File: src/rtl/vmadd_cfg.svh
`ifndef VMADD_CFG_SVH
`define VMADD_CFG_SVH

// Width of one vector register.
`define VMADD_VLEN 64

// Width of one adder lane.
`define VMADD_BYTE 8

// Lanes in the carry chain.
`define VMADD_LANES 8

// Element widths in bits.
`define VMADD_SEW8 8
`define VMADD_SEW16 16
`define VMADD_SEW32 32

// Element start marks per SEW, one bit per lane.
`define VMADD_START_SEW8 8'hFF
`define VMADD_START_SEW16 8'h55
`define VMADD_START_SEW32 8'h11

`endif
File: src/rtl/vmadd_pkg.sv
`include "vmadd_cfg.svh"

package vmadd_pkg;

	// Full vector operand or result.
	typedef logic [`VMADD_VLEN-1:0] vreg_t;

	// One byte of a lane.
	typedef logic [`VMADD_BYTE-1:0] lane_byte_t;

	// One bit per lane.
	typedef logic [`VMADD_LANES-1:0] lane_mask_t;

	// Element width.
	typedef enum logic [1:0]
	{
		SEW_8 = 2'd0,
		SEW_16 = 2'd1,
		SEW_32 = 2'd2
	} sew_t;

	// Which operand feeds the multiplier and which the adder.
	// Second operand mode computes vs2 * vs1 + vdd.
	// Destination mode computes vs2 * vdd + vs1.
	typedef enum logic
	{
		OVERWRITE_SECOND_OPERAND = 1'b0,
		OVERWRITE_DESTINATION = 1'b1
	} overwrite_t;

endpackage

File: src/rtl/vmadd_byte_lane.sv
`timescale 1ns/1ps

`include "vmadd_cfg.svh"

module vmadd_byte_lane
(
	input vmadd_pkg::lane_byte_t product_byte,
	input vmadd_pkg::lane_byte_t addend_byte,
	input logic elem_start,
	input logic sub,
	input logic carry_in,

	output vmadd_pkg::lane_byte_t sum_byte,
	output logic carry_out
);

	vmadd_pkg::lane_byte_t operand_byte;
	logic carry_eff;
	logic [`VMADD_BYTE:0] total;

	// Subtraction adds the inverted product plus one.
	assign operand_byte = sub ? ~product_byte : product_byte;

	// First byte of an element takes the injected carry,
	// the others take the carry from the lane below.
	assign carry_eff = elem_start ? sub : carry_in;

	assign total = addend_byte + operand_byte + carry_eff;

	assign sum_byte = total[`VMADD_BYTE-1:0];
	assign carry_out = total[`VMADD_BYTE];

endmodule

File: config.mk
export PLATFORM = sky130hd
export DESIGN_NAME = vmadd_byte_lane
export DESIGN_NICKNAME = d
export VERILOG_FILES = /design/src/rtl/vmadd_pkg.sv /design/src/rtl/vmadd_byte_lane.sv
export VERILOG_INCLUDE_DIRS = /design/src /design/src/rtl
export SDC_FILE = /design/constraint.sdc
export NUM_CORES = 1
export LEC_CHECK = 0
export BUFFER_PORTS_ARGS = -buffer_cell sky130_fd_sc_hd__clkbuf_2
export CORE_AREA = 3 3 40 42
export DETAILED_ROUTE_END_ITERATION = 8
export DIE_AREA = 0 0 43 45
export MAX_ROUTING_LAYER = met4
export PLACE_DENSITY = 0.72
export SYNTH_ARGS = -nofsm -noshare
export SYNTH_HDL_FRONTEND = slang
export SYNTH_SLANG_ARGS = --single-unit
File: constraint.sdc
create_clock -name vclk -period 2.45
set_input_delay 0.3675 -clock vclk [all_inputs]
set_output_delay 0.3675 -clock vclk [all_outputs]
set_load 0.005 [all_outputs]
==> flow_summary.yaml <==
setup_path:
  path_class: "primary input to primary output"
  critPathMaxFanout: 2
  startpoint_type: "primary input"
  setup.worst_path.end_class: "primary output"
  cp.required_ns: 2.08
  worst_ep_arrival_time_ns: 2.19
placement:
  port_buffers: 28
  pre_cts_slack_ns: -0.178
  gpl.final_weighted_congestion: 0.680
  place_hpwl_um: 873
  dpl.cell_count: 99
global_routing:
  globalRoute.totalOverflow: 0
  maximum_number_of_pins_on_one_net_before_global_route_repair: 6
  grt_first_pass_wirelength_mm: 1.59
  first_global_vias: 454
  track_usage_pct: 10.4
  antenna_found_initial: 0
timing:
  maxClockFrequency_ghz: 0.392
  final.min_clock_period_ns: 2.55
  crit_share_post_route_pct: 104
  slew_headroom_pct: 78.6
  final.setup.tns_ns: -0.320
  whs_ns: 1.13
  grt_setup_unrepaired: "true"
  hold_viol: 0
  transition_time_of_the_tightest_slew_check_pin_ns: 0.321
  setup_viol: 4
  final_max_slew_viol_count: 0
  layout_setup_ws_ns: -0.104
hold_path:
  min_path_type: "primary input to primary output"
  worstHoldStart: "addend_byte[0]"
  terminating_pin_of_the_worst_hold_path: "sum_byte[0]"
  worstHoldPathCells: 3
detailed_routing:
  dr.first_iter.drc_count: 4
  drt_pre_antenna_iters: 4
  wire_length_per_cell_after_detailed_routing_um: 10.8
  finalWirelength_mm: 1.09
  via_density: 4.55
  post-route-drc-count: 0
  detail-route-antenna-nets: 0
  route.vias.total: 460
floorplanning:
  boundaryPins: 28
  area_of_the_die_um2: 1940
  fp-row-count: 13
  die_h_um: 45
  dieWidth_um: 43
  floorplan.core_area_um2: 1280
  initial_core_util_pct: 31.5
pwr:
  worst_case_vdd_ir_drop_uv: 166
  pwr_density_nw_per_um2: 345
  leakagePower_nw: 0.353
run_status:
  failed_checks: "setup timing"
  outcome: "finished with violations"
final_layout:
  area_growth_pct: 69.3
  sequential_cell_area_um2: 0
  clockBufferCount: 0
  fillCellCount: 131
  nets: 116
  antenna_cells: 0
  final_layout_size_suffix_gt1_share_pct: 57.0
  n_sequential_cell: 0
  post_layout_nonfiller_instances: 101
  final_core_utilization_pct: 53.3
synthesis:
  distinct_cells_synth: 18
  synth_top_area_share_pct: 21.7
  yosys.area.top_type: "sky130_fd_sc_hd__ha_1"
  yosysSeqAreaShare_pct: 0
  syn-mean-instance-area_um2: 7.77
  syn-num-nets: 80
  most_frequent_cells_after_synthesis: "9 x sky130_fd_sc_hd__xor2_1, 7 x sky130_fd_sc_hd__ha_1, 7 x sky130_fd_sc_hd__nor2_1"
  synth_cells: 52
  netlist_area_um2: 404
  synth_top_cells_by_area: "sky130_fd_sc_hd__ha_1 22%, sky130_fd_sc_hd__xor2_1 20%, sky130_fd_sc_hd__fa_1 9.9%, sky130_fd_sc_hd__nor2_1 6.5%, sky130_fd_sc_hd__xnor2_1 6.5%"
  synth.most_common_cell: "sky130_fd_sc_hd__xor2_1"
  yosysWarningCount: 0
run:
  drv_cap: 0
cts:
  count_of_hold_fix_buffers_inserted_at_cts: 0
[worst max-delay path, stage by stage]
cell and delay, ns:
sky130_fd_sc_hd__buf_6 0.09, sky130_fd_sc_hd__mux2_4 0.30, sky130_fd_sc_hd__fa_2 0.36, sky130_fd_sc_hd__buf_4 0.14, sky130_fd_sc_hd__a21oi_2 0.12, sky130_fd_sc_hd__nor2b_2 0.06, sky130_fd_sc_hd__a311oi_2 0.36, sky130_fd_sc_hd__buf_4 0.17
sky130_fd_sc_hd__xnor2_1 0.10, sky130_fd_sc_hd__buf_2 0.12
[worst max path at each step]
stage	from	to	cells past startpoint	slack (ns)
2_1_floorplan	sub	sum_byte[6]	10	-0.01
3_3_place_gp	elem_start	sum_byte[6]	11	-0.12
3_5_place_dp	elem_start	sum_byte[6]	11	-0.18
4_1_cts	elem_start	sum_byte[6]	11	-0.13
5_1_grt	product_byte[0]	carry_out	11	-0.22
6_report	elem_start	sum_byte[5]	10	-0.10
[kinds of logic (layout without fill, tap and decap cells)]
| family | Yosys count | in the layout | share of synthesized area, % |
|---|---|---|---|
| and+or+nand+nor | 11 | 11 | 12.4 |
| xor gates and xnor gates | 12 | 12 | 26.0 |
| buffers and inverters | 7 | 41 | 6.81 |
| AOI/OAI and AO/OA | 12 | 12 | 20.4 |
| muxes | 1 | 1 | 2.79 |
| adders and majority gates | 9 | 9 | 31.6 |
[final cells by class]
cell class                      count  area [um^2]  share of cell area (%)
Inverter                            6         22.5                    3.29
Multi-Input combinational cell     45          430                    62.9
Tap cell                           15         18.8                    2.74
Timing Repair Buffer               35          213                    31.1
[layer usage]
layer | routed length [um] | vias up | track usage, %
li1 | - | 243 | -
met1 | 353 | 200 | 11.1
met2 | 666 | 15 | 21.6
met3 | 63 | 2 | 0.398
met4 | 9 | 0 | 1.20
met5 | 0 | - | -
[power by group]
part | total, W | leakage (nW) | switching (W) | internal [W]
Clock | 0 | 0 | 0 | 0
Combinational | 0.000236 | 0.353 | 0.000109 | 0.000127
Sequential | 0 | 0 | 0 | 0
Total | 0.000236 | 0.353 | 0.000109 | 0.000127
[metrics by stage]
stage	area (um^2)	power, W
2_1_floorplan	404	0.000122
3_3_place_gp	596	0.000203
3_5_place_dp	596	0.000207
4_1_cts	641	0.000218
5_1_grt	684	0.000263
6_report	684	0.000236
[layout by cell type, fill, tap and decap left out, types with 3 or more instances in the layout]
master / synthesis / final
sky130_fd_sc_hd__xnor2_1: 3 / 3
sky130_fd_sc_hd__inv_1: 6 / 5
sky130_fd_sc_hd__buf_2: 1 / 3
sky130_fd_sc_hd__nor2_1: 7 / 7
sky130_fd_sc_hd__a21oi_2: 1 / 5
sky130_fd_sc_hd__xor2_1: 9 / 7
sky130_fd_sc_hd__ha_1: 7 / 6
sky130_fd_sc_hd__buf_4: 0 / 6
sky130_fd_sc_hd__clkbuf_2: 0 / 23
[timing repair]
action | 4_1_cts | 5_1_grt
pin swaps | 3 | 4
setup buffers | 1 | 1
setup endpoints to repair | 4 | 5
gates resized for setup | 6 | 14
Note: power is estimated with default switching activity, not from simulation.
