--- config.mk ---
export PLATFORM = sky130hd
export DESIGN_NAME = vmadd_result_collect
export DESIGN_NICKNAME = d
export VERILOG_FILES = /design/src/rtl/vmadd_pkg.sv /design/src/rtl/vmadd_result_collect.sv
export VERILOG_INCLUDE_DIRS = /design/src /design/src/rtl
export SDC_FILE = /design/constraint.sdc
export NUM_CORES = 1
export LEC_CHECK = 0
export ABC_AREA = 1
export BUFFER_PORTS_ARGS = -buffer_cell sky130_fd_sc_hd__buf_2
export CORE_MARGIN = 2
export CORE_UTILIZATION = 43
export CTS_CLUSTER_SIZE = 14
export DETAILED_ROUTE_END_ITERATION = 10
export PLACE_DENSITY = 0.84
export SETUP_SLACK_MARGIN = 0.3
export SYNTH_ARGS = -nofsm -noshare
export SYNTH_HDL_FRONTEND = slang
export SYNTH_SLANG_ARGS = --single-unit
--- constraint.sdc ---
create_clock -name clk -period 10.2 [get_ports clk]
set_input_delay 0.51 -clock clk [delete_from_list [all_inputs] [get_ports clk]]
set_output_delay 0.51 -clock clk [all_outputs]
set_load 0.03 [all_outputs]
--- src/rtl/vmadd_cfg.svh ---
`ifndef VMADD_CFG_SVH
`define VMADD_CFG_SVH

// Width of one vector register.
`define VMADD_VLEN 64

// Width of one adder lane.
`define VMADD_BYTE 8

// Lanes in the carry chain.
`define VMADD_LANES 8

// Element widths in bits.
`define VMADD_SEW8 8
`define VMADD_SEW16 16
`define VMADD_SEW32 32

// Element start marks per SEW, one bit per lane.
`define VMADD_START_SEW8 8'hFF
`define VMADD_START_SEW16 8'h55
`define VMADD_START_SEW32 8'h11

`endif
--- src/rtl/vmadd_pkg.sv ---
`include "vmadd_cfg.svh"

package vmadd_pkg;

	// Full vector operand or result.
	typedef logic [`VMADD_VLEN-1:0] vreg_t;

	// One byte of a lane.
	typedef logic [`VMADD_BYTE-1:0] lane_byte_t;

	// One bit per lane.
	typedef logic [`VMADD_LANES-1:0] lane_mask_t;

	// Element width.
	typedef enum logic [1:0]
	{
		SEW_8 = 2'd0,
		SEW_16 = 2'd1,
		SEW_32 = 2'd2
	} sew_t;

	// Which operand feeds the multiplier and which the adder.
	// Second operand mode computes vs2 * vs1 + vdd.
	// Destination mode computes vs2 * vdd + vs1.
	typedef enum logic
	{
		OVERWRITE_SECOND_OPERAND = 1'b0,
		OVERWRITE_DESTINATION = 1'b1
	} overwrite_t;

endpackage

--- src/rtl/vmadd_result_collect.sv ---
`timescale 1ns/1ps

module vmadd_result_collect
(
	input logic clk,
	input logic rst_n,

	input logic stage_valid,
	input vmadd_pkg::vreg_t sums,

	input logic out_ready,
	output logic out_valid,
	output vmadd_pkg::vreg_t vd,

	output logic advance
);

	// Output register is free or is being taken this cycle.
	assign advance = !out_valid || out_ready;

	always_ff @(posedge clk)
	begin
		if (!rst_n)
		begin
			out_valid <= 1'b0;
		end
		else if (advance)
		begin
			out_valid <= stage_valid;
		end
	end

	// Result only moves on a real item.
	always_ff @(posedge clk)
	begin
		if (advance && stage_valid)
		begin
			vd <= sums;
		end
	end

endmodule

==> flow_summary_export.csv, run 1 <==
group,metric,value,unit
cts,cts.sinks,65,
timing,setup_viol,0,
floorplanning,die_height,71.7,microns
place,port_buffers,133,
logic_synthesis,synth_largest_area_cell,"edfxtp_1",
place,pre_cts_ws,8.39,ns
final_layout,drive_gt1_frac,0.688,
logic_synthesis,synth_cells,71,
final_layout,area_growth,48.6,%
global_routing,grt_pass1_wl,6030,microns
logic_synthesis,ys_ff_latch,65,
timing,worst_slack,8.66,ns
setup_path,crit_arrival,1.48,ns
setup_path,setup.worst_path.start_class,"flop",
cts,post_cts_buffers,0,
cts,clock_latency,0.32,ns
global_routing,antenna_found_initial,0,
setup_path,worstPathRequired,10.15,ns
drt,route.detailed.drc,0,
floorplanning,rows,24,
timing,fin_skew,0.00380,ns
logic_synthesis,synthesis.area,1970,sq um
logic_synthesis,ys_seq_area_frac,0.984,
timing,rsz0062_at_grt,"no",
cts,cts_buffers,9,
logic_synthesis,ys_types,7,
cts,cts_tree,"done",
logic_synthesis,ys.warnings.count,0,
pwr,leakagePower,1.28,nW
logic_synthesis,synth_area_leaders,"edfxtp_1 97%, dfxtp_1 1.0%, a21oi_2 0.44%, inv_1 0.38%, nand2_2 0.32%",
drt,top_layer_used,"met4",
drt,wl_met1,1360,microns
global_routing,overflow,0,
drt,antenna_left,0,
drt,first_iter_violations,40,
timing,finalSetupTns,0,ns
cts,clk_pin_slew,0.07,ns
pwr,max-vdd-ir-drop,0.111,mV
floorplanning,die_w,71.7,microns
final_layout,antennaDiodeCount,0,
place,placed_cell_area,2720,sq um
floorplanning,ios,134,
timing,slew_headroom,0.488,
floorplanning,die_area,5150,sq um
flow_run,maxCapViolCount,0,
status,status,"completed",
drt,finalWirelength,4200,microns
drt,viasPerCell,4.44,
final_layout,fin_nets,284,
cts,cts_max_path_buffers,2,
floorplanning,core_area,4380,sq um
setup_path,cp-end-kind,"flop",
global_routing,grt_usage,0.165,
drt,drtPass1Iterations,4,
floorplanning,initial_utilization,0.450,
setup_path,r2r-start,"out_valid",
cts,root_buffer,"clkbuf_8",
hold_path,hold_start,"sums[4]",
logic_synthesis,syn-num-nets,139,
timing,tightest_slew,0.768,ns
timing,max_freq,651,MHz
setup_path,crit_path_max_fanout,64,
setup_path,crit_path_top_delay_cell,"buf_4",
drt,dr_wl_met3,542,microns
logic_synthesis,syn_area_per_cell,27.8,sq um
global_routing,grt_pass1_vias,1213,
setup_path,crit_type,"flop to flop",
hold_path,hold_class,"input pin to flop",
logic_synthesis,synth_top_cell_area_share,0.974,
final_layout,fin_area,2930,sq um
setup_path,cpPeakStageDelay,0.63,ns
timing,maxSlewViolCount,0,
timing,min_period_over_period,0.151,
global_routing,grt_max_degree,65,
timing,layout_min_cycle_time,1.54,ns
pwr,power_density,208,nW/um^2
drt,wl_per_cell,15.4,microns
setup_path,startpoint,"out_valid",
cts,post_cts_resized,0,
place,globalplace.congestion,0.747,
drt,dr_wl_met2,2250,microns
timing,hold_violations,0,
cts,h-tree-depth,3,
drt,vias,1211,
cts,cts_hold_buf,0,
setup_path,path_cells,"a21oi_4 -> buf_4",
[cells in the final DEF (no fill, tap or decap), drive strengths merged]
master,instances
clkbuf,10
buf,134
inv,3
clkinv,4
dfxtp,1
a21oi,2
nand2,1
bufinv,2
edfxtp,64
[stage by stage]
step / utilization / hold WS [ns] / power, mW / cells
final: 0.669 / 0.361 / 0.609 / 273
after global routing: 0.669 / 0.336 / 0.629 / 273
after CTS: 0.669 / 0.343 / 0.615 / 273
after detailed placement: 0.621 / 0.532 / 0.388 / 257
after global placement: 0.621 / 0.508 / 0.386 / 257
after floorplan: - / 0.609 / 0.361 / 71
[routing by layer]
metal	vias to the layer above	track usage
met5	-	0
li1	571	-
met3	5	0.118
met4	0	0.0503
met1	556	0.157
met2	79	0.282
[area by class of cell]
cell class	instances	area, sq um
clock buffers	10	128
flip-flops and latches	65	1940
multi-input cells	3	31.3
repair buffers	134	673
clock inverters	6	82.6
fillers	302	1450
inverters	3	11.3
well taps	52	65.1
[path summary, 6_finish.rpt]
check	cells past startpoint	endpoint	slack [ns]
worst max-delay path	2	vd[22]	8.66
worst min-delay path	1	vd[4]	0.36
worst max register to register	2	vd[22]	8.66
worst min register to register	2	out_valid	0.55
[cell families (layout without fill, tap and decap cells)]
logic type / Yosys count / after routing / synth area share
flip-flops: 65 / 65 / 0.984
buffers and inverters: 3 / 153 / 0.00571
AO/OA/AOI/OAI: 2 / 2 / 0.00697
AND/OR/NAND/NOR: 1 / 1 / 0.00317
[worst max-delay path, delay by kind of cell (launching register included)]
| kind | cells | cell delay (ns) |
|---|---|---|
| AO/OA/AOI/OAI | 1 | 0.15 |
| flip-flops | 1 | 0.36 |
| buffers and inverters | 1 | 0.63 |
[synthesized netlist by cell type, drive strengths merged]
master  number
a21oi        2
dfxtp        1
edfxtp      64
inv          3
nand2        1
[sequential cells by signal (all words and copies together) (netlist names)]
name	count
out_valid	1
vd	64
[power breakdown]
part | switching [mW] | leakage [nW] | internal, mW | total, mW
combinational | 0.0466 | 0.549 | 0.0195 | 0.0661
clock | 0.0910 | 0.108 | 0.136 | 0.227
sequential | 0.00347 | 0.627 | 0.312 | 0.316
total | 0.141 | 1.28 | 0.468 | 0.609
Note: power is estimated with default switching activity, not from simulation.
==> inputs of run 2 (changes only) <==
--- a/config.mk
+++ b/config.mk
@@ -9,10 +9,10 @@
 export ABC_AREA = 1
 export BUFFER_PORTS_ARGS = -buffer_cell sky130_fd_sc_hd__buf_2
 export CORE_MARGIN = 2
-export CORE_UTILIZATION = 43
+export CORE_UTILIZATION = 40
 export CTS_CLUSTER_SIZE = 14
 export DETAILED_ROUTE_END_ITERATION = 10
-export PLACE_DENSITY = 0.84
+export PLACE_DENSITY = 0.79
 export SETUP_SLACK_MARGIN = 0.3
 export SYNTH_ARGS = -nofsm -noshare
 export SYNTH_HDL_FRONTEND = slang
==> constraint.sdc (replaced) <==
create_clock -name clk -period 1.5 [get_ports clk]
set_input_delay 0.075 -clock clk [delete_from_list [all_inputs] [get_ports clk]]
set_output_delay 0.075 -clock clk [all_outputs]
set_load 0.03 [all_outputs]
==> run 2 against run 1 <==
  * Critical endpoint is now vd[32]
  * Utilization increased by 10 points
  * Final area increased by 25%
  * Via count increased by 29%
  * Clock skew increased by 0.0035 ns
  * Setup slack got worse by 8.3 ns
  * First-iteration DRC count increased by 53%
  * Critical path type unchanged
  * Cell count increased by 30%
==> flow_summary_export.csv, run 2 (synthesis results as in run 1) <==
group,metric,value,unit
floorplanning,core_area,4750,sq um
pwr,clkPwrFrac,0.395,
hold_path,min_to,"out_valid",
final_layout,antennaDiodeCount,0,
final_layout,final_cells,354,
global_routing,use_met1,0.246,
hold_path,hold_start,"out_ready",
drt,drtPass1Iterations,4,
timing,setup_viol,0,
global_routing,grt_pass1_wl,8860,microns
cts,clk_pin_slew,0.07,ns
drt,antenna_left,0,
drt,route.detailed.drc,0,
timing,finalHoldWorstSlack,0.0481,ns
floorplanning,rows,25,
final_layout,regArea,1950,sq um
floorplanning,die_height,74.2,microns
pwr,power_density,1250,nW/um^2
place,pre_cts_ws,0.395,ns
setup_path,r2r_slack,0.37,ns
drt,first_iter_violations,61,
drt,vias,1559,
pwr,swShare,0.240,
hold_path,min_path_cells,4,
cts,post_cts_buffers,0,
setup_path,rr_worst_depth,2,
global_routing,antenna_found_initial,0,
setup_path,crit_type,"flop to flop",
timing,max_freq,885,MHz
pwr,p_total,4.58,mW
global_routing,grt_use_met3,0.102,
pwr,seqPwrFrac,0.471,
global_routing,grt_max_degree,34,
floorplanning,die_w,74.2,microns
pwr,switching_power,1.10,mW
drt,finalWirelength,6180,microns
flow_run,maxCapViolCount,0,
cts,clock_latency,0.34,ns
global_routing,grt_pass1_vias,1778,
timing,worst_slack,0.370,ns
setup_path,worstPathRequired,1.53,ns
final_layout,final_cell_mix,"133 x buf_2, 65 x dlygate4sd3_1, 64 x edfxtp_1",
final_layout,fin_nets,350,
setup_path,regToRegEndpoint,"vd[32]",
floorplanning,die_area,5510,sq um
floorplanning,initial_utilization,0.415,
global_routing,met2_usage,0.398,
cts,cts_tree,"done",
place,port_buffers,133,
pwr,max-vdd-ir-drop,0.943,mV
final_layout,fillCellCount,274,
timing,tightest_slew,0.215,ns
cts,cts_buffers,9,
setup_path,setup.worst_path.start_class,"flop",
pwr,leakagePower,1.58,nW
timing,maxSlewViolCount,0,
final_layout,area_growth,86.0,%
setup_path,r2r-start,"out_valid",
place,globalplace.congestion,0.702,
timing,rsz0062_at_grt,"no",
cts,root_buffer,"clkbuf_8",
final_layout,final_common_cell,"buf_2",
setup_path,crit_path_max_fanout,33,
final_layout,largest_register_ffs,64,
global_routing,top_usage_layer,"met2",
timing,layout_min_cycle_time,1.13,ns
setup_path,cp-end-kind,"flop",
pwr,p_comb_frac,0.134,
hold_path,hold_class,"input pin to flop",
floorplanning,ios,134,
final_layout,multi_input_area,31.3,sq um
drt,viasPerCell,4.40,
timing,slew_headroom,0.856,
timing,fin_skew,0.00729,ns
status,status,"completed",
final_layout,drive_gt1_frac,0.544,
pwr,p_int,3.48,mW
cts,h-tree-depth,3,
global_routing,overflow,0,
cts,cts.sinks,65,
drt,wl_per_cell,17.5,microns
setup_path,crit_arrival,1.16,ns
place,dp.cells,273,
timing,min_period_over_period,0.754,
final_layout,regMostFlops,"vd",
global_routing,grt_usage,0.238,
timing,hold_violations,0,
cts,cts_max_path_buffers,2,
timing,finalSetupTns,0,ns
final_layout,top_regs,"vd (64), out_valid (1)",
-- run 2: worst max-delay path: stages (launching register included) --
cell and delay [ns]:
dfxtp_4 0.37, a21oi_4 0.21, buf_12 0.24
-- run 2: what timing repair did --
item	4_1_cts	5_1_grt
resized for setup	0	0
hold endpoints to repair	65	0
hold buffers	65	0
-- run 2: power by group through the flow --
stage | Combinational (mW) | Sequential (mW) | Clock [mW]
2_1_floorplan | 0.0420 | 2.40 | 0
3_3_place_gp | 0.460 | 2.18 | 0
3_5_place_dp | 0.467 | 2.18 | 0
4_1_cts | 0.600 | 2.15 | 1.81
5_1_grt | 0.642 | 2.16 | 1.88
6_report | 0.614 | 2.15 | 1.81
-- run 2: cell type report --
class,count,area share
clock inverter,7,0.0324
multi-input combinational,3,0.00852
clock buffer,9,0.0337
sequential,65,0.530
timing repair buffer,200,0.369
tap,67,0.0228
inverter,3,0.00307
-- run 2: how the worst max path moves through the flow --
stage | start | end | slack, ns
6_report | out_valid | vd[32] | 0.37
2_1_floorplan | out_valid | vd[0] | -0.41
3_5_place_dp | out_valid | vd[14] | 0.40
4_1_cts | out_valid | vd[8] | 0.38
5_1_grt | out_valid | vd[32] | 0.34
3_3_place_gp | out_valid | vd[41] | 0.43
-- run 2: per-stage QoR --
| stage | instance area (sq um) | utilization |
|---|---|---|
| 3_3_place_gp | 2780 | 0.584 |
| 2_1_floorplan | 1990 | - |
| 3_5_place_dp | 2780 | 0.584 |
| 4_1_cts | 3670 | 0.772 |
| 6_report | 3670 | 0.772 |
| 5_1_grt | 3670 | 0.772 |
-- run 2: per-layer routing --
metal	up-vias	routed length, microns
li1	705	-
met1	721	2220
met2	111	3130
met3	22	579
met4	0	261
met5	-	0
==> inputs of run 3 (changes only) <==
--- a/config.mk
+++ b/config.mk
@@ -6,13 +6,13 @@
 export SDC_FILE = /design/constraint.sdc
 export NUM_CORES = 1
 export LEC_CHECK = 0
-export ABC_AREA = 1
+export ABC_AREA = 0
 export BUFFER_PORTS_ARGS = -buffer_cell sky130_fd_sc_hd__buf_2
 export CORE_MARGIN = 2
 export CORE_UTILIZATION = 40
 export CTS_CLUSTER_SIZE = 14
 export DETAILED_ROUTE_END_ITERATION = 10
-export PLACE_DENSITY = 0.79
+export PLACE_DENSITY = 0.78
 export SETUP_SLACK_MARGIN = 0.3
 export SYNTH_ARGS = -nofsm -noshare
 export SYNTH_HDL_FRONTEND = slang
==> constraint.sdc (replaced) <==
create_clock -name clk -period 1.1 [get_ports clk]
set_input_delay 0.055 -clock clk [delete_from_list [all_inputs] [get_ports clk]]
set_output_delay 0.055 -clock clk [all_outputs]
set_load 0.03 [all_outputs]
==> run 3 against run 2 <==
  * The run now ends with setup timing left
  * Synthesized cell count fell by 2.8%
  * Wire length rose by 23%
  * Setup slack got worse by 0.40 ns
  * Sequential share of layout area fell by 6.0 points
  * Critical path depth rose by 1
  * Global-route usage rose by 5.5 points
  * Cell count rose by 1.4%
  * Non-clock buffer count rose by 7
  * Register-to-register slack got worse by 0.40 ns
  * Die area rose by 0.30%
  * Clock power rose by 35%
  * Count of clock-buffer cells in the layout rose by 1
==> flow_summary_export.csv, run 3 <==
group,metric,value,unit
final_layout,final_cells,359,
logic_synthesis,synth_largest_area_cell,"edfxtp_1",
setup_path,setup.worst_path.start_class,"flop",
floorplanning,die_w,74.3,microns
hold_path,hold_class,"input pin to flop",
final_layout,fin_util,0.871,
final_layout,area_growth,109,%
place,place_hpwl,3130,microns
logic_synthesis,synth_cells,69,
pwr,max-vdd-ir-drop,1.09,mV
logic_synthesis,synth_edf_count,64,
timing,finalHoldWorstSlack,0.204,ns
place,placed_cell_area,2780,sq um
status,status,"finished with violations",
timing,tightest_slew,0.158,ns
place,globalplace.congestion,0.682,
final_layout,fin_area,4140,sq um
cts,clock_latency,0.34,ns
cts,clk_pin_slew,0.08,ns
setup_path,crit_type,"flop to flop",
drt,viasPerCell,4.63,
global_routing,grt_use_met3,0.118,
logic_synthesis,ys.warnings.count,0,
global_routing,grt_max_degree,34,
timing,min_period_over_period,1.02,
floorplanning,die_height,74.3,microns
pwr,power_density,1560,nW/um^2
floorplanning,ios,134,
global_routing,overflow,0,
timing,worst_slack,-0.0274,ns
global_routing,top_usage_layer,"met2",
final_layout,final_cell_mix,"68 x buf_6, 68 x buf_2, 66 x dlygate4sd3_1",
setup_path,crit_arrival,1.18,ns
final_layout,largest_register_ffs,64,
global_routing,antenna_found_initial,0,
timing,fin_skew,0.0113,ns
pwr,leakagePower,1.76,nW
place,dp.cells,273,
timing,hold_violations,0,
final_layout,antennaDiodeCount,0,
flow_run,maxCapViolCount,0,
drt,wl_per_cell,21.2,microns
status,violations,"setup timing",
global_routing,met2_usage,0.507,
logic_synthesis,yosys_most_used_dff,"edfxtp_1",
logic_synthesis,synthArstFlopShare,0,
global_routing,grt_usage,0.294,
logic_synthesis,ys_seq_area_frac,0.981,
logic_synthesis,synthesis.area,1980,sq um
timing,slew_headroom,0.894,
logic_synthesis,synth_area_leaders,"edfxtp_1 97%, dfxtp_1 1.0%, nand2b_4 0.70%, a21boi_2 0.57%, and2_4 0.44%",
drt,finalWirelength,7620,microns
setup_path,crit_path_max_fanout,17,
global_routing,use_met1,0.326,
drt,route.detailed.drc,0,
logic_synthesis,synth.most_common_cell,"edfxtp_1",
final_layout,top_regs,"vd (64), out_valid (1)",
final_layout,fin_nets,355,
drt,first_iter_violations,52,
place,pre_cts_ws,-0.00199,ns
timing,finalSetupTns,-0.968,ns
drt,vias,1662,
timing,rsz0062_at_grt,"yes",
cts,cts_max_path_buffers,2,
pwr,p_total,6.48,mW
final_layout,regMostFlops,"vd",
timing,layout_min_cycle_time,1.13,ns
logic_synthesis,synth_top_cell_area_share,0.971,
timing,setup_viol,58,
final_layout,multi_input_area,33.8,sq um
setup_path,worstPathRequired,1.15,ns
floorplanning,rows,25,
timing,max_freq,887,MHz
final_layout,drive_gt1_frac,0.541,
floorplanning,initial_utilization,0.416,
final_layout,regArea,1950,sq um
timing,maxSlewViolCount,0,
floorplanning,die_area,5530,sq um
setup_path,cp-end-kind,"flop",
cts,cts.sinks,65,
logic_synthesis,ys_ff_latch,65,
floorplanning,core_area,4750,sq um
global_routing,grt_pass1_vias,1908,
drt,antenna_left,0,
logic_synthesis,syn-num-nets,137,
cts,h-tree-depth,3,
global_routing,grt_pass1_wl,10800,microns
logic_synthesis,ys_types,6,
place,port_buffers,133,
logic_synthesis,syn_area_per_cell,28.7,sq um
final_layout,fillCellCount,201,
cts,cts_tree,"done",
cts,root_buffer,"clkbuf_8",
cts,cts_buffers,9,
drt,drtPass1Iterations,5,
## run 3: cell count changes in the layout (fill, tap and decap cells not counted), sizes merged, moves of 2 or more
cell,before,now
clkinvlp,2,0
clkbuf,9,11
buf,135,140
inv,3,1
a21oi,2,0
## run 3: layer usage
metal | vias up | share of wire
li1 | 712 | -
met1 | 815 | 0.36
met2 | 119 | 0.53
met3 | 16 | 0.089
met4 | 0 | 0.026
met5 | - | 0
## run 3: cell type report
type / instances / area share
clock buffers: 10 / 0.0308
repair buffers: 207 / 0.445
clock inverters: 6 / 0.0257
well taps: 67 / 0.0202
multi-input cells: 3 / 0.00815
flip-flops and latches: 65 / 0.470
inverters: 1 / 0.000906
## run 3: where the power goes
part	internal (mW)	switching [mW]	leakage, nW	total (mW)
registers	2.90	0.0795	0.628	2.98
clock network	1.50	0.953	0.116	2.45
logic	0.534	0.521	1.01	1.05
total	4.93	1.55	1.76	6.48
## run 3: cell families (layout without fill, tap and decap cells)
logic type | after synthesis | after routing | synth area share
flip-flops | 65 | 65 | 0.981
AO/OA/AOI/OAI | 1 | 1 | 0.00569
buffers and inverters | 1 | 224 | 0.00189
AND/OR/NAND/NOR | 2 | 2 | 0.0114
## run 3: worst max-delay path, stage by stage, from the launching register on
cell and delay [ns]:
dfxtp_4 0.36, nand2b_4 0.07, and2_4 0.22, buf_12 0.18
## run 3: path summary, 6_finish.rpt
check,slack (ns),to,depth (start not counted),startpoint
max,-0.03,vd[61],3,out_valid
min,0.20,out_valid,5,out_ready
max reg2reg,-0.03,vd[61],3,out_valid
min reg2reg,0.72,out_valid,4,out_valid
## run 3: repair_timing
| item | CTS | global route |
|---|---|---|
| cloned | 0 | 2 |
| endpoints found under the hold margin | 65 | 0 |
| buffers inserted | 2 | 0 |
| resized for setup | 132 | 2 |
| setup endpoints to repair | 130 | 131 |
| pin swaps | 1 | 0 |
| hold buffers | 66 | 0 |
